**src/source/wcache_config.svh**
```systemverilog
// Sizes are fixed at compile time; WC_IDX_W has to stay equal to log2 of WC_DEPTH
`ifndef WCACHE_CONFIG_SVH
`define WCACHE_CONFIG_SVH

// ====================
// Array geometry
// ====================

// Processing-element rows sharing the one RAM read port
`define WC_PORTS  4

// Weight RAM address and data widths
`define WC_ADDR_W 13
`define WC_DATA_W 8

// Associative store entries, filled round-robin
`define WC_DEPTH  8
`define WC_IDX_W  3

`endif

```
**src/source/wcache_pkg.sv**
```systemverilog
// Payload layouts follow the config macros, with the data or address above the last flag
`include "wcache_config.svh"

package wcache_pkg;

    // ====================
    // Control encodings
    // ====================

    typedef enum logic [1:0] {
        WC_IDLE = 2'd0,
        WC_CFG  = 2'd1,
        WC_WORK = 2'd2
    } wc_state_t;

    // Bypass sends every request to RAM, loop caches returns
    typedef enum logic {
        WC_BYPASS = 1'b0,
        WC_LOOP   = 1'b1
    } wc_mode_t;

    // ====================
    // Payloads
    // ====================

    typedef struct packed {
        logic [`WC_ADDR_W-1:0] addr;
        logic                  last;
    } wc_req_t;

    typedef struct packed {
        logic [`WC_DATA_W-1:0] data;
        logic                  last;
    } wc_beat_t;

endpackage

```
**src/source/hit_store.sv**
```systemverilog
// Hits only in loop mode; tags are unique since a returned address already stored is not refilled
`timescale 1ns/1ps
`include "wcache_config.svh"

module hit_store (
    input  logic                                 clk,
    input  logic                                 rst_n,
    input  logic                                 work,
    input  logic                                 clear,
    input  wcache_pkg::wc_mode_t                 mode,
    input  logic [`WC_PORTS-1:0][`WC_ADDR_W-1:0] look_addr,
    output logic [`WC_PORTS-1:0]                 hit,
    output logic [`WC_PORTS-1:0][`WC_DATA_W-1:0] hit_data,
    input  logic                                 fill_vld,
    input  logic [`WC_ADDR_W-1:0]                fill_addr,
    input  logic [`WC_DATA_W-1:0]                fill_data
);
    import wcache_pkg::*;

    logic [`WC_ADDR_W-1:0] tag_mem [`WC_DEPTH];
    logic [`WC_DATA_W-1:0] dat_mem [`WC_DEPTH];
    logic [`WC_DEPTH-1:0]  ent_vld;
    logic [`WC_IDX_W-1:0]  fill_ptr;

    logic [`WC_ADDR_W-1:0] last_addr;
    logic [`WC_DATA_W-1:0] last_data;
    logic                  last_vld;

    logic                  loop_on;
    logic                  fill_present;
    logic                  fill_wr;

    assign loop_on = work && (mode == WC_LOOP);

    // ====================
    // Per-port lookup
    // ====================

    always_comb begin
        logic found;
        for (int p = 0; p < `WC_PORTS; p++) begin
            found       = 1'b0;
            hit_data[p] = last_data;
            for (int e = 0; e < `WC_DEPTH; e++) begin
                if (!found && ent_vld[e] && (tag_mem[e] == look_addr[p])) begin
                    found       = 1'b1;
                    hit_data[p] = dat_mem[e];
                end
            end
            // Last access answers too, e.g. right after an eviction
            if (last_vld && (last_addr == look_addr[p])) begin
                found = 1'b1;
            end
            hit[p] = loop_on && found;
        end
    end

    // ====================
    // Fill on RAM return
    // ====================

    always_comb begin
        fill_present = 1'b0;
        for (int e = 0; e < `WC_DEPTH; e++) begin
            if (ent_vld[e] && (tag_mem[e] == fill_addr)) begin
                fill_present = 1'b1;
            end
        end
    end

    assign fill_wr = fill_vld && loop_on && !fill_present;

    always_ff @(posedge clk or negedge rst_n) begin
        if (!rst_n) begin
            ent_vld  <= '0;
            fill_ptr <= '0;
            last_vld <= 1'b0;
        end else if (clear) begin
            ent_vld  <= '0;
            fill_ptr <= '0;
            last_vld <= 1'b0;
        end else begin
            if (fill_wr) begin
                ent_vld[fill_ptr] <= 1'b1;
                fill_ptr          <= fill_ptr + 1'b1;
            end
            if (fill_vld) begin
                last_vld <= 1'b1;
            end
        end
    end

    // Oldest slot is overwritten once the store is full
    always_ff @(posedge clk) begin
        if (fill_wr) begin
            tag_mem[fill_ptr] <= fill_addr;
            dat_mem[fill_ptr] <= fill_data;
        end
        if (fill_vld) begin
            last_addr <= fill_addr;
            last_data <= fill_data;
        end
    end

endmodule

```
**src/source/port_arbiter.sv**
```systemverilog
// One RAM read in flight at a time; an address offer keeps its winner until the RAM takes it
`timescale 1ns/1ps
`include "wcache_config.svh"

module port_arbiter (
    input  logic                                 clk,
    input  logic                                 rst_n,
    input  logic                                 work,
    input  logic                                 clear,
    input  logic [`WC_PORTS-1:0]                 miss_vld,
    input  wcache_pkg::wc_req_t [`WC_PORTS-1:0]  miss_req,
    input  logic [`WC_PORTS-1:0]                 slot_free,
    output logic                                 wram_add_vld,
    output logic                                 wram_add_last,
    output logic [`WC_ADDR_W-1:0]                wram_add_addr,
    input  logic                                 wram_add_rdy,
    input  logic                                 wram_dat_vld,
    output logic                                 wram_dat_rdy,
    input  logic [`WC_PORTS-1:0]                 rsp_rdy,
    output logic [$clog2(`WC_PORTS)-1:0]         grant_port,
    output logic                                 busy,
    output logic [`WC_ADDR_W-1:0]                fill_addr,
    output logic [`WC_PORTS-1:0]                 accept
);
    import wcache_pkg::*;

    localparam int PW = $clog2(`WC_PORTS);

    logic [`WC_PORTS-1:0] cand;
    logic [PW-1:0]        rr_ptr;
    logic [PW-1:0]        win;
    logic                 win_vld;
    wc_req_t              win_req;
    logic                 add_fire;
    logic                 dat_fire;

    // Only ports whose reply output can take the data compete
    assign cand = miss_vld & slot_free & {`WC_PORTS{work & ~busy}};

    // First candidate at or after the pointer
    always_comb begin
        int unsigned idx;
        win     = '0;
        win_vld = 1'b0;
        for (int k = 0; k < `WC_PORTS; k++) begin
            idx = (rr_ptr + k) % `WC_PORTS;
            if (!win_vld && cand[idx]) begin
                win_vld = 1'b1;
                win     = PW'(idx);
            end
        end
    end

    assign win_req       = miss_req[win];
    assign wram_add_vld  = win_vld;
    assign wram_add_addr = win_req.addr;
    assign wram_add_last = win_req.last;

    assign add_fire     = wram_add_vld & wram_add_rdy;
    // RAM is stalled by the owning row's back-pressure
    assign wram_dat_rdy = busy & rsp_rdy[grant_port];
    assign dat_fire     = wram_dat_vld & wram_dat_rdy;

    always_comb begin
        accept = '0;
        if (add_fire) begin
            accept[win] = 1'b1;
        end
    end

    // ====================
    // Outstanding read
    // ====================

    always_ff @(posedge clk or negedge rst_n) begin
        if (!rst_n) begin
            busy       <= 1'b0;
            rr_ptr     <= '0;
            grant_port <= '0;
        end else if (clear) begin
            busy   <= 1'b0;
            rr_ptr <= '0;
        end else if (add_fire) begin
            busy       <= 1'b1;
            grant_port <= win;
            rr_ptr     <= (win == PW'(`WC_PORTS - 1)) ? '0 : win + 1'b1;
        end else if (wram_add_vld) begin
            // Offer not taken, the same row stays first
            rr_ptr <= win;
        end else if (dat_fire) begin
            busy <= 1'b0;
        end
    end

    // Address of the read in flight, used to tag the fill
    always_ff @(posedge clk) begin
        if (add_fire) begin
            fill_addr <= win_req.addr;
        end
    end

endmodule

```
**src/source/port_reply.sv**
```systemverilog
// Held hit beat takes precedence; RAM data passes through unregistered when this row owns the read
`timescale 1ns/1ps

module port_reply #(
    parameter type beat_t = wcache_pkg::wc_beat_t
) (
    input  logic  clk,
    input  logic  rst_n,
    input  logic  clear,
    input  logic  hit_take,
    input  beat_t hit_beat,
    input  logic  ram_sel,
    input  beat_t ram_beat,
    input  logic  ram_vld,
    output logic  rsp_vld,
    output beat_t rsp_beat,
    input  logic  rsp_rdy,
    output logic  slot_free
);

    logic  hold_vld;
    beat_t hold_beat;

    // ====================
    // Hit beat register
    // ====================

    // A new hit may load in the same cycle the old beat leaves
    always_ff @(posedge clk or negedge rst_n) begin
        if (!rst_n) begin
            hold_vld <= 1'b0;
        end else if (clear) begin
            hold_vld <= 1'b0;
        end else if (hit_take) begin
            hold_vld <= 1'b1;
        end else if (rsp_rdy) begin
            hold_vld <= 1'b0;
        end
    end

    always_ff @(posedge clk) begin
        if (hit_take) begin
            hold_beat <= hit_beat;
        end
    end

    // ====================
    // Output select
    // ====================

    assign rsp_vld  = hold_vld | (ram_sel & ram_vld);
    assign rsp_beat = hold_vld ? hold_beat : ram_beat;

    // Empty, or the held beat leaves this cycle
    assign slot_free = ~hold_vld | rsp_rdy;

endmodule

```
**src/source/wcache_ctrl.sv**
```systemverilog
// Mode is taken from cfg_bypass with the configuration transfer; cfg_vld in work drops to idle
`timescale 1ns/1ps

module wcache_ctrl (
    input  logic                 clk,
    input  logic                 rst_n,
    input  logic                 cfg_vld,
    input  logic                 cfg_bypass,
    output logic                 cfg_rdy,
    output logic                 work,
    output logic                 clear,
    output wcache_pkg::wc_mode_t mode
);
    import wcache_pkg::*;

    wc_state_t state;
    wc_state_t state_nxt;

    // Idle -> cfg on transfer, one cycle in cfg, work until the next cfg_vld
    always_comb begin
        state_nxt = state;
        case (state)
            WC_IDLE: begin
                if (cfg_vld) begin
                    state_nxt = WC_CFG;
                end
            end
            WC_CFG:  state_nxt = WC_WORK;
            WC_WORK: begin
                if (cfg_vld) begin
                    state_nxt = WC_IDLE;
                end
            end
            default: state_nxt = WC_IDLE;
        endcase
    end

    always_ff @(posedge clk or negedge rst_n) begin
        if (!rst_n) begin
            state <= WC_IDLE;
            mode  <= WC_BYPASS;
        end else begin
            state <= state_nxt;
            if (cfg_vld && cfg_rdy) begin
                mode <= cfg_bypass ? WC_BYPASS : WC_LOOP;
            end
        end
    end

    assign cfg_rdy = (state == WC_IDLE);
    assign work    = (state == WC_WORK);
    // Empties store and reply stages as the FSM falls back to idle
    assign clear   = (state == WC_WORK) && cfg_vld;

endmodule

```
**src/source/weight_cache_top.sv**
```systemverilog
// Requests on a row wait while that row owns the RAM read; replies per row stay in request order
`timescale 1ns/1ps
`include "wcache_config.svh"

module weight_cache_top #(
    parameter type req_t  = wcache_pkg::wc_req_t,
    parameter type beat_t = wcache_pkg::wc_beat_t,
    parameter type mode_t = wcache_pkg::wc_mode_t
) (
    input  logic                                 clk,
    input  logic                                 rst_n,
    input  logic                                 cfg_vld,
    input  logic                                 cfg_bypass,
    output logic                                 cfg_rdy,
    input  logic [`WC_PORTS-1:0]                 req_vld,
    input  logic [`WC_PORTS-1:0]                 req_last,
    input  logic [`WC_PORTS-1:0][`WC_ADDR_W-1:0] req_addr,
    output logic [`WC_PORTS-1:0]                 req_rdy,
    output logic [`WC_PORTS-1:0]                 rsp_vld,
    output logic [`WC_PORTS-1:0]                 rsp_last,
    output logic [`WC_PORTS-1:0][`WC_DATA_W-1:0] rsp_data,
    input  logic [`WC_PORTS-1:0]                 rsp_rdy,
    output logic                                 wram_add_vld,
    output logic                                 wram_add_last,
    output logic [`WC_ADDR_W-1:0]                wram_add_addr,
    input  logic                                 wram_add_rdy,
    input  logic                                 wram_dat_vld,
    input  logic                                 wram_dat_last,
    input  logic [`WC_DATA_W-1:0]                wram_dat_data,
    output logic                                 wram_dat_rdy
);
    localparam int PW = $clog2(`WC_PORTS);

    logic                                 work;
    logic                                 clear;
    mode_t                                mode;
    logic [`WC_PORTS-1:0]                 hit;
    logic [`WC_PORTS-1:0][`WC_DATA_W-1:0] hit_data;
    logic [`WC_PORTS-1:0]                 miss_vld;
    req_t [`WC_PORTS-1:0]                 miss_req;
    logic [`WC_PORTS-1:0]                 slot_free;
    logic [`WC_PORTS-1:0]                 accept;
    logic [`WC_PORTS-1:0]                 blocked;
    logic [PW-1:0]                        grant_port;
    logic                                 busy;
    logic [`WC_ADDR_W-1:0]                fill_addr;
    logic                                 dat_fire;
    beat_t                                ram_beat;

    assign dat_fire = wram_dat_vld & wram_dat_rdy;
    assign ram_beat = {wram_dat_data, wram_dat_last};

    wcache_ctrl u_ctrl (
        .clk        (clk),
        .rst_n      (rst_n),
        .cfg_vld    (cfg_vld),
        .cfg_bypass (cfg_bypass),
        .cfg_rdy    (cfg_rdy),
        .work       (work),
        .clear      (clear),
        .mode       (mode)
    );

    hit_store u_store (
        .clk       (clk),
        .rst_n     (rst_n),
        .work      (work),
        .clear     (clear),
        .mode      (mode),
        .look_addr (req_addr),
        .hit       (hit),
        .hit_data  (hit_data),
        .fill_vld  (dat_fire),
        .fill_addr (fill_addr),
        .fill_data (wram_dat_data)
    );

    port_arbiter u_arb (
        .clk           (clk),
        .rst_n         (rst_n),
        .work          (work),
        .clear         (clear),
        .miss_vld      (miss_vld),
        .miss_req      (miss_req),
        .slot_free     (slot_free),
        .wram_add_vld  (wram_add_vld),
        .wram_add_last (wram_add_last),
        .wram_add_addr (wram_add_addr),
        .wram_add_rdy  (wram_add_rdy),
        .wram_dat_vld  (wram_dat_vld),
        .wram_dat_rdy  (wram_dat_rdy),
        .rsp_rdy       (rsp_rdy),
        .grant_port    (grant_port),
        .busy          (busy),
        .fill_addr     (fill_addr),
        .accept        (accept)
    );

    // ====================
    // Per-row glue
    // ====================

    for (genvar p = 0; p < `WC_PORTS; p++) begin : gen_port
        logic  ram_sel;
        logic  hit_ok;
        beat_t rsp_beat;

        assign ram_sel    = busy && (grant_port == PW'(p));
        // Row released in the cycle its RAM data is taken
        assign blocked[p] = ram_sel & ~dat_fire;
        assign hit_ok     = hit[p] & slot_free[p] & ~blocked[p];

        assign miss_vld[p] = req_vld[p] & work & ~hit[p] & ~blocked[p];
        assign miss_req[p] = {req_addr[p], req_last[p]};
        assign req_rdy[p]  = hit_ok | accept[p];

        port_reply #(
            .beat_t (beat_t)
        ) u_reply (
            .clk       (clk),
            .rst_n     (rst_n),
            .clear     (clear),
            .hit_take  (req_vld[p] & hit_ok),
            .hit_beat  ({hit_data[p], req_last[p]}),
            .ram_sel   (ram_sel),
            .ram_beat  (ram_beat),
            .ram_vld   (wram_dat_vld),
            .rsp_vld   (rsp_vld[p]),
            .rsp_beat  (rsp_beat),
            .rsp_rdy   (rsp_rdy[p]),
            .slot_free (slot_free[p])
        );

        assign {rsp_data[p], rsp_last[p]} = rsp_beat;
    end

endmodule

```
**config.mk**
```make
export PLATFORM = sky130hd
export DESIGN_NAME = weight_cache_top
export DESIGN_NICKNAME = d
export VERILOG_FILES = /design/src/source/wcache_pkg.sv /design/src/source/hit_store.sv /design/src/source/port_arbiter.sv /design/src/source/port_reply.sv /design/src/source/wcache_ctrl.sv /design/src/source/weight_cache_top.sv
export VERILOG_INCLUDE_DIRS = /design/src /design/src/source
export SDC_FILE = /design/constraint.sdc
export NUM_CORES = 1
export LEC_CHECK = 0
export BUFFER_PORTS_ARGS = -buffer_cell sky130_fd_sc_hd__buf_2
export CAP_MARGIN = 20
export CORE_UTILIZATION = 40
export DETAILED_ROUTE_END_ITERATION = 7
export HOLD_SLACK_MARGIN = 0.06
export SYNTH_ARGS = -nofsm -noshare
export SYNTH_HDL_FRONTEND = slang
export SYNTH_SLANG_ARGS = --single-unit
```
**constraint.sdc**
```tcl
create_clock -name clk -period 3.9 [get_ports clk]
set_clock_uncertainty 0.05 [all_clocks]
set_input_delay 0.195 -clock clk [delete_from_list [all_inputs] [get_ports clk]]
set_output_delay 0.195 -clock clk [all_outputs]
set_load 0.02 [all_outputs]
```
; Word-level counts from Yosys, hierarchy flattened
; Memory sizes are Yosys's and may differ from the RTL's.
; Index checks and enable logic that the tools add are counted.
[word_totals]
mem_bits_ro = 0
latchBits = 0
in_bits = 79
output_inout_bits = 61
reg_bits = 94
ramBits = 168
n_memories = 2
elab_cells = 430
[mem_list]
columns = memory, words, word_bits, rd, rd_ports_with_merged_regs, wr, line
row1 = u_store.tag_mem, 8, 13, 8, 0, 1, hit_store.sv:20  ; logic [`WC_ADDR_W-1:0] tag_mem [`WC_DEPTH];
row2 = u_store.dat_mem, 8, 8, 8, 0, 1, hit_store.sv:21  ; logic [`WC_DATA_W-1:0] dat_mem [`WC_DEPTH];
[op_classes]
bitwise_logic = 66
muxes = 137
n_lt_le_gt_ge = 9
eq_ne = 53
mul = 0
div = 0
addsub = 5
shift = 0
n_reduce_logical = 135
[ops]
columns = cell, n
row1 = $eq 13x13->1, 44
row2 = $mux 8, 34
row3 = $logic_and 1x1->1, 90
row4 = $mux 1, 76
row5 = $and 1x1->1, 36
row6 = $mux 9, 4
row7 = $logic_not 1->1, 32
row8 = $bmux 14 s2, 1
row9 = $mux 2, 10
row10 = $lt 2x3->1 const B, 6
row11 = $reduce_bool 3->1, 6
row12 = $not 1->1, 15
row13 = $mux 14, 1
row14 = $or 1x1->1, 12
row15 = $bmux 1 s2, 5
row16 = $and 4x4->4, 2
row17 = $eq 2x2->1 const B, 4
row18 = $or 8x8->8, 1
row19 = $mux 3, 2
row20 = $pmux 2 s3, 1
row21 = $reduce_and 2->1, 3
row22 = $add 2x1->2 const B, 2
row23 = $add 2x2->2 const B, 2
row24 = $eq 2x1->1 const B, 2
row25 = other kinds (11), 14

; Longest topological paths before layout
; Gate-level depths: netlist (run 1).
[depth]
ltp_word = 56
mapped_depth = 14
depth_no_buf = 12

; Cells and area by module
; Synthesis (run 1) repeated with hierarchy kept, for this count alone.
[unflattened]
cells_unflattened = 1956
hier_area_um2 = 20460.9
[modules_own_cells]
columns = module, cells_per_inst, seq_area_each_um2, instances, area_per_inst_um2
row1 = hit_store, 1706, 5975.7, 1, 16928.7
row2 = port_reply, 24, 295.3, 4, 464.2
row3 = port_arbiter, 109, 515.5, 1, 1340.0
row4 = weight_cache_top, 34, 0.0, 1, 202.7
row5 = wcache_ctrl, 11, 75.1, 1, 132.6

; Worst setup path before layout (run 1)
; OpenSTA, ideal clock, no wires.
[synth_path]
kind = register -> register
from = register u_arb.grant_port[0]
to = memory u_store.dat_mem[4][0] (netlist bit) (enable)
n_path_buf = 0
required_time_ns = 3.422
arrival_ns = 3.502
synth_period_minus_slack_ns = 3.980
stages_incl_launch_ff = 8
setup_slack_ns = -0.080
setup_ns = 0.428
cell_sequence = dfrtp_1 mux4_2 and2_1 nand2_1 nor4_1 nand4_1 or2_2 nor3_1
[synth_via]
elab_chain_len = 8
[synth_lines]
columns = element, line
row1 = from (decl), port_arbiter.sv:20  ; output logic [$clog2(`WC_PORTS)-1:0] grant_port,
row2 = from (signal assigned), port_arbiter.sv:85  ; grant_port <= win;
row3 = $bmux 1 s2, port_arbiter.sv:61  ; assign wram_dat_rdy = busy & rsp_rdy[grant_port];
row4 = $mux 1 (implied by the code), port_arbiter.sv:61
row5 = $and 1x1->1, port_arbiter.sv:61
row6 = named net wram_dat_rdy, weight_cache_top.sv:30  ; output logic wram_dat_rdy
row7 = $and 1x1->1, weight_cache_top.sv:50  ; assign dat_fire = wram_dat_vld & wram_dat_rdy;
row8 = $logic_and 1x1->1 (2 in series), hit_store.sv:71  ; assign fill_wr = fill_vld && loop_on && !fill_present;
row9 = $mux 1, hit_store.sv:95  ; if (fill_wr) begin
row10 = $mux 1 (implied by the code), hit_store.sv:97  ; dat_mem[fill_ptr] <= fill_data;
row11 = to (decl), hit_store.sv:21
; The timed path passes the listed nets, and every way through them passes these cells. The select of a mux whose other input is x is not followed.

==> impl_metrics.json, run 1 <==
{
  "rsz0062_at_grt": "true",
  "first_global_vias": 17320,
  "fin_crit_sh_pct": 107,
  "worstSetupStartpointType": "flip-flop",
  "nNetsFinal": 2353,
  "drv_slew": 0,
  "syn_nets": 2055,
  "netlist_top_cells_area": "edfxtp_1 (36%), xnor2_1 (22%), nand4_1 (5.2%), mux2i_1 (5.2%), mux2_2 (3.8%)",
  "dieArea_um2": 50800,
  "cts-root-buf": "clkbuf_16",
  "drtIter0Drc": 2413,
  "reg2reg_from": "u_store.tag_mem[0][7]",
  "cts_tree": "yes",
  "clk-insertion-delay-late_ps": 560,
  "routed_wl_mm": 84.8,
  "h-tree-depth": 2,
  "rrSetupSlack_ps": 150,
  "post_dp_cell_area_um2": 22100,
  "yosys.area.top_type": "edfxtp_1",
  "hold_viol_final": 0,
  "power.density_nw_per_um2": 392,
  "reg2reg_depth": 18,
  "slew_headroom_pct": 33.7,
  "synth-seq-cells": 262,
  "antenna_found_initial": 2,
  "clk_pin_slew_ps": 60,
  "ant_nets": 0,
  "worst_slack_ps": -269,
  "critPathCapture": "wram_add_addr[7]",
  "drive_gt1_share_pct": 29.2,
  "via_per_inst": 6.01,
  "violations": "setup timing",
  "place_congestion": 1.05,
  "finalSetupTns_ps": -3890,
  "synth_top_area_share_pct": 35.8,
  "avgSynthCellArea_um2": 10.1,
  "vias": 17781,
  "required_ps": 3650,
  "critPathMaxFanout": 8,
  "hold_slack_ps": 202,
  "syn2layout_area_growth_pct": 25.8,
  "final_cell_mix": "xnor2_1 (484), buf_4 (281), edfxtp_1 (238)",
  "cp-end-kind": "output port",
  "ys_seq_area_share_pct": 38.8,
  "p_leak_uw": 0.00902,
  "clock-sinks": 262,
  "clockBufferDepth": 3,
  "finalCriticalPeriod_ps": 4170,
  "netlist_instances": 1971,
  "grt_usage_pct": 33.1,
  "ys.flop_type": "edfxtp_1",
  "async_reset_ff_share_pct": 9.16,
  "grt_pass1_wl_mm": 121,
  "grt_max_degree": 25,
  "final_util_pct": 51.1,
  "max_freq_mhz": 240,
  "fillers": 4440,
  "fp-row-count": 81,
  "worstPathArrival_ps": 3920,
  "ir_drop_mv": 0.407,
  "routedWlPerCell_um": 28.6,
  "diodes": 0,
  "grt_overflow": 0,
  "numCtsBuffers": 34,
  "post-place-ws_ps": -40.1,
  "stdcell_area_um2": 25100,
  "setup_viol": 18,
  "crit_type": "flip-flop to output port",
  "synth_cell_types": 66,
  "port_buffers": 139,
  "hold_class": "primary input to flip-flop",
  "crit_path_start": "u_store.tag_mem[2][10]",
  "r2r-end": "u_arb.fill_addr[4]",
  "ys.warnings.count": 0,
  "firstDrtPassIters": 6,
  "worstMarginPinSlew_ps": 992,
  "boundaryPins": 140,
  "synth_enable_flop_cells": 238,
  "cap_violations": 0,
  "status": "finished, violations left",
  "synth.cell_area_um2": 19900,
  "drc_errors": 0,
  "place_hpwl_mm": 61.3,
  "fp.dieH_um": 225,
  "die_w_um": 225,
  "core_region_area_um2": 49100,
  "initial_core_util_pct": 40.7,
  "final_common_cell": "xnor2_1"
}
how the worst min path moves through the flow:
stage,end,startpoint,depth (start not counted),slack (ps)
after floorplan,gen_port[0].u_reply.hold_vld,rst_n,0,-150
after global placement,u_ctrl.mode,rst_n,1,280
after detailed placement,u_ctrl.mode,rst_n,1,270
after CTS,u_arb.busy,wram_dat_vld,4,170
after global routing,u_arb.busy,wram_dat_vld,4,240
final,u_arb.busy,wram_dat_vld,4,200
per-stage QoR:
stage	cells	power (µW)
5_1_grt	2959	10100
3_5_place_dp	2745	6230
6_report	2959	9840
4_1_cts	2930	9690
3_3_place_gp	2745	6210
2_1_floorplan	1971	5110
cell families after synthesis:
logic type | Yosys count | share of synthesized area, %
and+or+nand+nor | 575 | 15.7
xor gates and xnor gates | 574 | 25.2
DFF | 262 | 38.8
buffers and inverters | 239 | 5.93
muxes | 172 | 9.14
AOI/OAI and AO/OA | 144 | 4.92
adders and majority gates | 5 | 0.314
where the power goes:
part           internal (µW)  total, µW  switching, µW
combinational           1350       3080           1730
clock                   1850       3210           1360
sequential              3300       3550            252
synth_stat cells (all sizes together) (3+ instances only):
master,n
nand2,99
a211oi,6
mux2i,103
nor3,47
ha,5
a211o,11
xor2,66
a31oi,4
nand4,167
dfrtp,24
and4b,6
nor2,113
nor4,62
o21ai,24
o21a,16
and2,4
xnor2,508
inv,23
o22ai,28
or2,4
nor2b,5
nand2b,12
buf,118
nand3,25
mux2,68
o31a,3
a21oi,29
or4,15
clkbuf,98
a21o,8
edfxtp,238
nand3b,4
a41oi,5
metal layers:
layer	global-route usage (%)	wire (µm)
met2	49.6	35800
met5	0	0
met1	44.5	34300
met3	7.71	9320
met4	17.2	5320
worst max-delay path, cell delays in order, from the launching register on:
cell,delay (ps)
edfxtp_1,510
xor2_1,220
or4_4,560
nor4_4,390
nor4_4,120
a31oi_4,300
or2_4,170
o31a_1,160
o21ai_4,80
buf_12,160
buf_12,140
mux2i_1,110
mux2i_1,220
buf_4,190
sequential cells by signal (all words and copies together), names as in the netlist, 2 cells and up:
name and cells:
gen_port.u_reply.hold_beat 36, gen_port.u_reply.hold_vld 4, u_arb.fill_addr 13, u_arb.grant_port 2
u_arb.rr_ptr 2, u_ctrl.state 2, u_store.dat_mem 64, u_store.ent_vld 8
u_store.fill_ptr 3, u_store.last_addr 13, u_store.last_data 8, u_store.tag_mem 104
what timing repair did:
item | in CTS | in global routing
buffers inserted | 98 | 34
hold endpoints to repair | 109 | 0
hold buffers | 25 | 0
resized for setup | 73 | 52
endpoints found under the setup margin | 19 | 20
gates cloned | 1 | 0
pin swaps | 25 | 29
final cells by class:
class	instances	area, µm²	share of cell area (%)
multi-input cells	1470	11600	46.1
flip-flops and latches	262	7750	30.9
repair buffers	478	3750	15.0
clock buffers	43	936	3.73
well taps	664	831	3.31
clock inverters	19	173	0.688
inverters	23	88.8	0.354
Note: power is estimated with default switching activity, not from simulation.
==> run 2: changes to the inputs <==
--- a/config.mk
+++ b/config.mk
@@ -11,6 +11,7 @@
 export CORE_UTILIZATION = 40
 export DETAILED_ROUTE_END_ITERATION = 7
 export HOLD_SLACK_MARGIN = 0.06
+export PLACE_DENSITY = 0.58
 export SYNTH_ARGS = -nofsm -noshare
 export SYNTH_HDL_FRONTEND = slang
 export SYNTH_SLANG_ARGS = --single-unit
==> constraint.sdc (replaced) <==
create_clock -name clk -period 3.8 [get_ports clk]
set_clock_uncertainty 0.05 [all_clocks]
set_input_delay 0.19 -clock clk [delete_from_list [all_inputs] [get_ports clk]]
set_output_delay 0.19 -clock clk [all_outputs]
set_load 0.02 [all_outputs]
==> run 2 against run 1 <==
  * The run still ends with setup timing left
  * Sequential power increased by 2%
  * Hold slack got worse by 65 ps
  * Setup slack got worse by 180 ps
  * Register-to-register slack got worse by 180 ps
  * Core utilization increased by 1.0 points
  * Die area unchanged
  * Flip-flop and latch count unchanged
==> impl_metrics.json, run 2 (same netlist as run 1, synthesis figures left out) <==
{
  "wl_met1_mm": 35.7,
  "fp.dieH_um": 225,
  "ant_nets": 0,
  "clk-insertion-delay-late_ps": 570,
  "routedWlPerCell_um": 29.3,
  "rsz0062_at_grt": "true",
  "grt_pass1_wl_mm": 122,
  "met3_length_mm": 8.50,
  "final_common_cell": "xnor2_1",
  "cp-end-kind": "output port",
  "p_leak_uw": 0.00924,
  "cts_tree": "yes",
  "cap_violations": 0,
  "numCtsBuffers": 34,
  "firstDrtPassIters": 6,
  "routed_wl_mm": 86.6,
  "fp-row-count": 81,
  "diodes": 0,
  "drv_slew": 0,
  "finalCriticalPeriod_ps": 4250,
  "largest_reg_flops": 104,
  "die_w_um": 225,
  "worst_slack_ps": -448,
  "top_layer_used": "met5",
  "boundaryPins": 140,
  "ir_drop_mv": 0.407,
  "worstMarginPinSlew_ps": 1120,
  "power.density_nw_per_um2": 396,
  "finalSetupTns_ps": -7220,
  "clock-sinks": 262,
  "initial_core_util_pct": 40.7,
  "setup_viol": 20,
  "place_congestion": 1.06,
  "dieArea_um2": 50800,
  "grt_max_degree": 25,
  "critPathMaxFanout": 6,
  "final_cell_mix": "xnor2_1 (457), buf_4 (264), edfxtp_1 (238)",
  "post-place-ws_ps": -117,
  "hold_class": "primary input to flip-flop",
  "place_hpwl_mm": 62.0,
  "worstSetupStartpointType": "flip-flop",
  "drc_errors": 0,
  "vias": 17670,
  "grt_overflow": 0,
  "slew_headroom_pct": 25.5,
  "violations": "setup timing",
  "drtIter0Drc": 2122,
  "syn2layout_area_growth_pct": 28.2,
  "crit_type": "flip-flop to output port",
  "status": "finished, violations left",
  "worstPathArrival_ps": 4010,
  "stdcell_count": 2952,
  "first_global_vias": 16954,
  "top_register": "u_store.tag_mem",
  "grt_usage_pct": 33.9,
  "clk_pin_slew_ps": 60,
  "h-tree-depth": 2,
  "top_regs": "u_store.tag_mem (104), u_store.dat_mem (64), gen_port.u_reply.hold_beat (36)",
  "hold_viol_final": 0,
  "via_per_inst": 5.99,
  "cts-root-buf": "clkbuf_16",
  "nNetsFinal": 2347,
  "drive_gt1_share_pct": 30.2,
  "core_region_area_um2": 49100,
  "dp_cells": 2786,
  "design_power_total_uw": 10100,
  "port_buffers": 139,
  "max_freq_mhz": 235,
  "required_ps": 3560,
  "antenna_found_initial": 1,
  "fin_crit_sh_pct": 112,
  "met2_wirelength_mm": 37.4,
  "clockBufferDepth": 3
}
## run 2: changes by cell type in the layout (fill, tap and decap cells not counted), sizes merged
cell | before | now
buf | 453 | 446
bufinv | 2 | 3
clkbuf | 43 | 44
clkinv | 12 | 14
clkinvlp | 2 | 1
inv | 26 | 23
## run 2: report_power, final
part / switching [µW] / internal [µW]
sequential: 235 / 3390
combinational: 1830 / 1410
clock: 1370 / 1900
## run 2: per-layer routing
| metal | global-route usage (%) | up-vias |
|---|---|---|
| li1 | - | 7576 |
| met3 | 7.05 | 266 |
| met4 | 17.3 | 2 |
| met2 | 50.5 | 1081 |
| met1 | 46.3 | 8745 |
| met5 | 0 | - |
## run 2: cell type report
type | count | area (µm²)
Tap cell | 664 | 831
Inverter | 23 | 86.3
Timing Repair Buffer | 472 | 3830
Fill cell | 4394 | 23500
Clock inverter | 18 | 179
Clock buffer | 43 | 906
Multi-Input combinational cell | 1470 | 12000
Sequential cell | 262 | 7750
## run 2: critical path, stage by stage, from the launching register on
cell      delay [ps]
edfxtp_1         440
buf_6            160
xnor2_2          130
nand4_1          180
nor4_4           570
nor4_4           150
a41oi_2          220
buf_4            180
nor2_4            50
o31a_1           280
o21ai_4          280
buf_12           170
buf_16           130
mux2i_1          210
mux2i_2          110
buf_4            170
## run 2: path summary, 6_finish.rpt
| kind | start | to | slack [ps] | depth (start not counted) |
|---|---|---|---|---|
| setup / recovery | u_store.tag_mem[0][9] | wram_add_addr[0] | -450 | 15 |
| hold / removal | req_addr[14] | u_arb.fill_addr[1] | 140 | 3 |
| setup reg to reg | u_store.tag_mem[0][9] | u_arb.fill_addr[0] | -30 | 16 |
| hold reg to reg | u_ctrl.state[0] | u_ctrl.state[1] | 490 | 2 |
| max in group asynchronous | rst_n | u_store.ent_vld[2] | 2970 | 2 |
| min in group asynchronous | rst_n | u_arb.grant_port[0] | 210 | 2 |
## run 2: repair_timing
item	in CTS	in global routing
buffers inserted	47	33
cloned	3	0
resized for setup	81	93
pin swaps	19	15
endpoints found under the hold margin	110	0
hold buffers	25	0
endpoints found under the setup margin	32	22
## run 2: through the flow
step	hold WS, ps	cell area (µm²)	utilization, %
final	138	25600	52.1
after CTS	100	24700	50.4
after detailed placement	251	22500	45.9
after global routing	141	25600	52.1
after global placement	251	22500	45.9
after floorplan	-156	20000	-
==> run 3: changes to the inputs <==
--- a/config.mk
+++ b/config.mk
@@ -12,6 +12,7 @@
 export DETAILED_ROUTE_END_ITERATION = 7
 export HOLD_SLACK_MARGIN = 0.06
 export PLACE_DENSITY = 0.58
+export SKIP_LAST_GASP = 1
 export SYNTH_ARGS = -nofsm -noshare
 export SYNTH_HDL_FRONTEND = slang
 export SYNTH_SLANG_ARGS = --single-unit
==> run 3 against run 2 <==
  * First-iteration DRC count about the same
  * Clock-buffer cell count unchanged
  * Sequential power about the same
  * Largest power group unchanged
  * Critical path depth decreased by 2
  * Via count decreased by 0.11%
  * The run still ends with setup timing left
  * Hold slack improved by 5.8 ps
  * Total power decreased by 0.14%
  * Highest routed layer is now met4
  * Core utilization decreased by 0.12 points
  * Flip-flop and latch count unchanged
==> impl_metrics.json, run 3 (same netlist as run 1, synthesis figures left out) <==
{
  "boundaryPins": 140,
  "fin_crit_sh_pct": 112,
  "initial_core_util_pct": 40.7,
  "hold_viol_final": 0,
  "finalSetupTns_ps": -7210,
  "post-place-ws_ps": -117,
  "cts-root-buf": "clkbuf_16",
  "cap_violations": 0,
  "grt_max_degree": 25,
  "top_register": "u_store.tag_mem",
  "h-tree-depth": 2,
  "cts_tree": "yes",
  "reg2reg_from": "u_store.tag_mem[4][12]",
  "routed_wl_mm": 86.5,
  "clock-sinks": 262,
  "vias": 17650,
  "crit_type": "flip-flop to output port",
  "fillers": 4409,
  "hold_class": "primary input to flip-flop",
  "grt_usage_pct": 33.9,
  "top_regs": "u_store.tag_mem (104), u_store.dat_mem (64), gen_port.u_reply.hold_beat (36)",
  "place_congestion": 1.06,
  "place_hpwl_mm": 62.0,
  "worstPathArrival_ps": 4010,
  "clk_pin_slew_ps": 60,
  "violations": "setup timing",
  "required_ps": 3560,
  "final_cell_mix": "xnor2_1 (460), buf_4 (277), edfxtp_1 (238)",
  "nNetsFinal": 2352,
  "numCtsBuffers": 34,
  "ir_drop_mv": 0.397,
  "grt_overflow": 0,
  "diodes": 0,
  "drv_slew": 0,
  "worst_slack_ps": -452,
  "power.density_nw_per_um2": 396,
  "rrSetupSlack_ps": -40,
  "critPathMaxFanout": 6,
  "fp-row-count": 81,
  "core_region_area_um2": 49100,
  "drtIter0Drc": 2120,
  "hp-start": "req_addr[14]",
  "clockBufferDepth": 3,
  "syn2layout_area_growth_pct": 27.9,
  "setup_viol": 20,
  "r2r-end": "u_arb.fill_addr[0]",
  "fp.dieH_um": 225,
  "slew_headroom_pct": 26.6,
  "drc_errors": 0,
  "rsz0062_at_grt": "true",
  "dieArea_um2": 50800,
  "routedWlPerCell_um": 29.2,
  "worstSetupStartpointType": "flip-flop",
  "grt_pass1_wl_mm": 122,
  "reg2reg_depth": 14,
  "largest_reg_flops": 104,
  "holdPathEnd": "u_arb.fill_addr[1]",
  "die_w_um": 225,
  "firstDrtPassIters": 6,
  "hold_depth": 3,
  "clk-insertion-delay-late_ps": 570,
  "via_per_inst": 5.97,
  "cp-end-kind": "output port",
  "dp_cells": 2786,
  "post_dp_cell_area_um2": 22500,
  "final_common_cell": "xnor2_1",
  "ant_nets": 0,
  "stdcell_area_um2": 25500,
  "finalCriticalPeriod_ps": 4250,
  "drive_gt1_share_pct": 30.1,
  "worstMarginPinSlew_ps": 1100,
  "first_global_vias": 16963,
  "status": "finished, violations left",
  "stdcell_count": 2957,
  "antenna_found_initial": 0,
  "p_leak_uw": 0.00922,
  "port_buffers": 139,
  "max_freq_mhz": 235
}
==> run 3: cell types whose count changed in the layout (fill, tap and decap cells not counted), sizes merged <==
cell / before / now
buf: 446 / 451
==> run 3: per-layer routing <==
metal	up-vias	GRT usage, %	wire (µm)
met3	258	7.17	8810
met4	0	17.3	4950
li1	7582	-	-
met1	8690	46.3	35400
met2	1120	50.5	37300
met5	-	0	0
==> run 3: repair_timing <==
action / CTS / global route
endpoints found under the hold margin: 110 / 0
resized for setup: 71 / 84
endpoints found under the setup margin: 32 / 22
pin swaps: 19 / 14
gates cloned: 3 / 0
hold buffers: 25 / 0
buffers inserted: 47 / 38
==> run 3: layout make-up <==
cell class              instances  area (µm²)  share of cell area (%)
repair buffers                477        3830                    15.0
inverters                      23        86.3                   0.338
multi-input cells            1470       11900                    46.8
flip-flops and latches        262        7750                    30.4
clock buffers                  43         906                    3.55
clock inverters                18         179                   0.701
well taps                     664         831                    3.26
==> run 3: where the power goes <==
| group | switching, µW | internal [µW] | total (µW) |
|---|---|---|---|
| Combinational | 1820 | 1400 | 3230 |
| Sequential | 235 | 3390 | 3620 |
| Clock | 1370 | 1900 | 3270 |
| Total | 3430 | 6690 | 10100 |
==> run 3: worst max path at each step <==
| stage | from | end | slack, ps | cells after the start |
|---|---|---|---|---|
| finish | u_store.tag_mem[4][12] | wram_add_addr[0] | -450 | 13 |
| global route | u_store.tag_mem[0][9] | wram_add_addr[0] | -540 | 15 |
| CTS | u_store.tag_mem[2][1] | req_rdy[1] | -370 | 14 |
| detailed placement | req_addr[18] | wram_add_addr[8] | -120 | 16 |
| global placement | u_store.tag_mem[0][7] | req_rdy[3] | -320 | 11 |
| floorplan | u_arb.grant_port[0] | u_store.dat_mem[7][0] | 410 | 7 |
==> run 3: worst max-delay path, stage by stage, from the launching register on <==
cell      delay, ps
edfxtp_1        550
xnor2_1         300
nand4_1         120
or4_1           640
a41oi_2         260
buf_4           180
nor2_4           50
o31a_1          280
o21ai_4         280
buf_12          170
buf_16          130
mux2i_1         210
mux2i_1         110
buf_4           170
==> run 3: through the flow <==
step / utilization (%) / total power, µW / hold slack, ps
CTS: 50.4 / 9890 / 100
finish: 52.0 / 10100 / 143
detailed placement: 45.9 / 6380 / 251
global placement: 45.9 / 6360 / 251
floorplan: - / 5240 / -156
global route: 52.0 / 10400 / 141
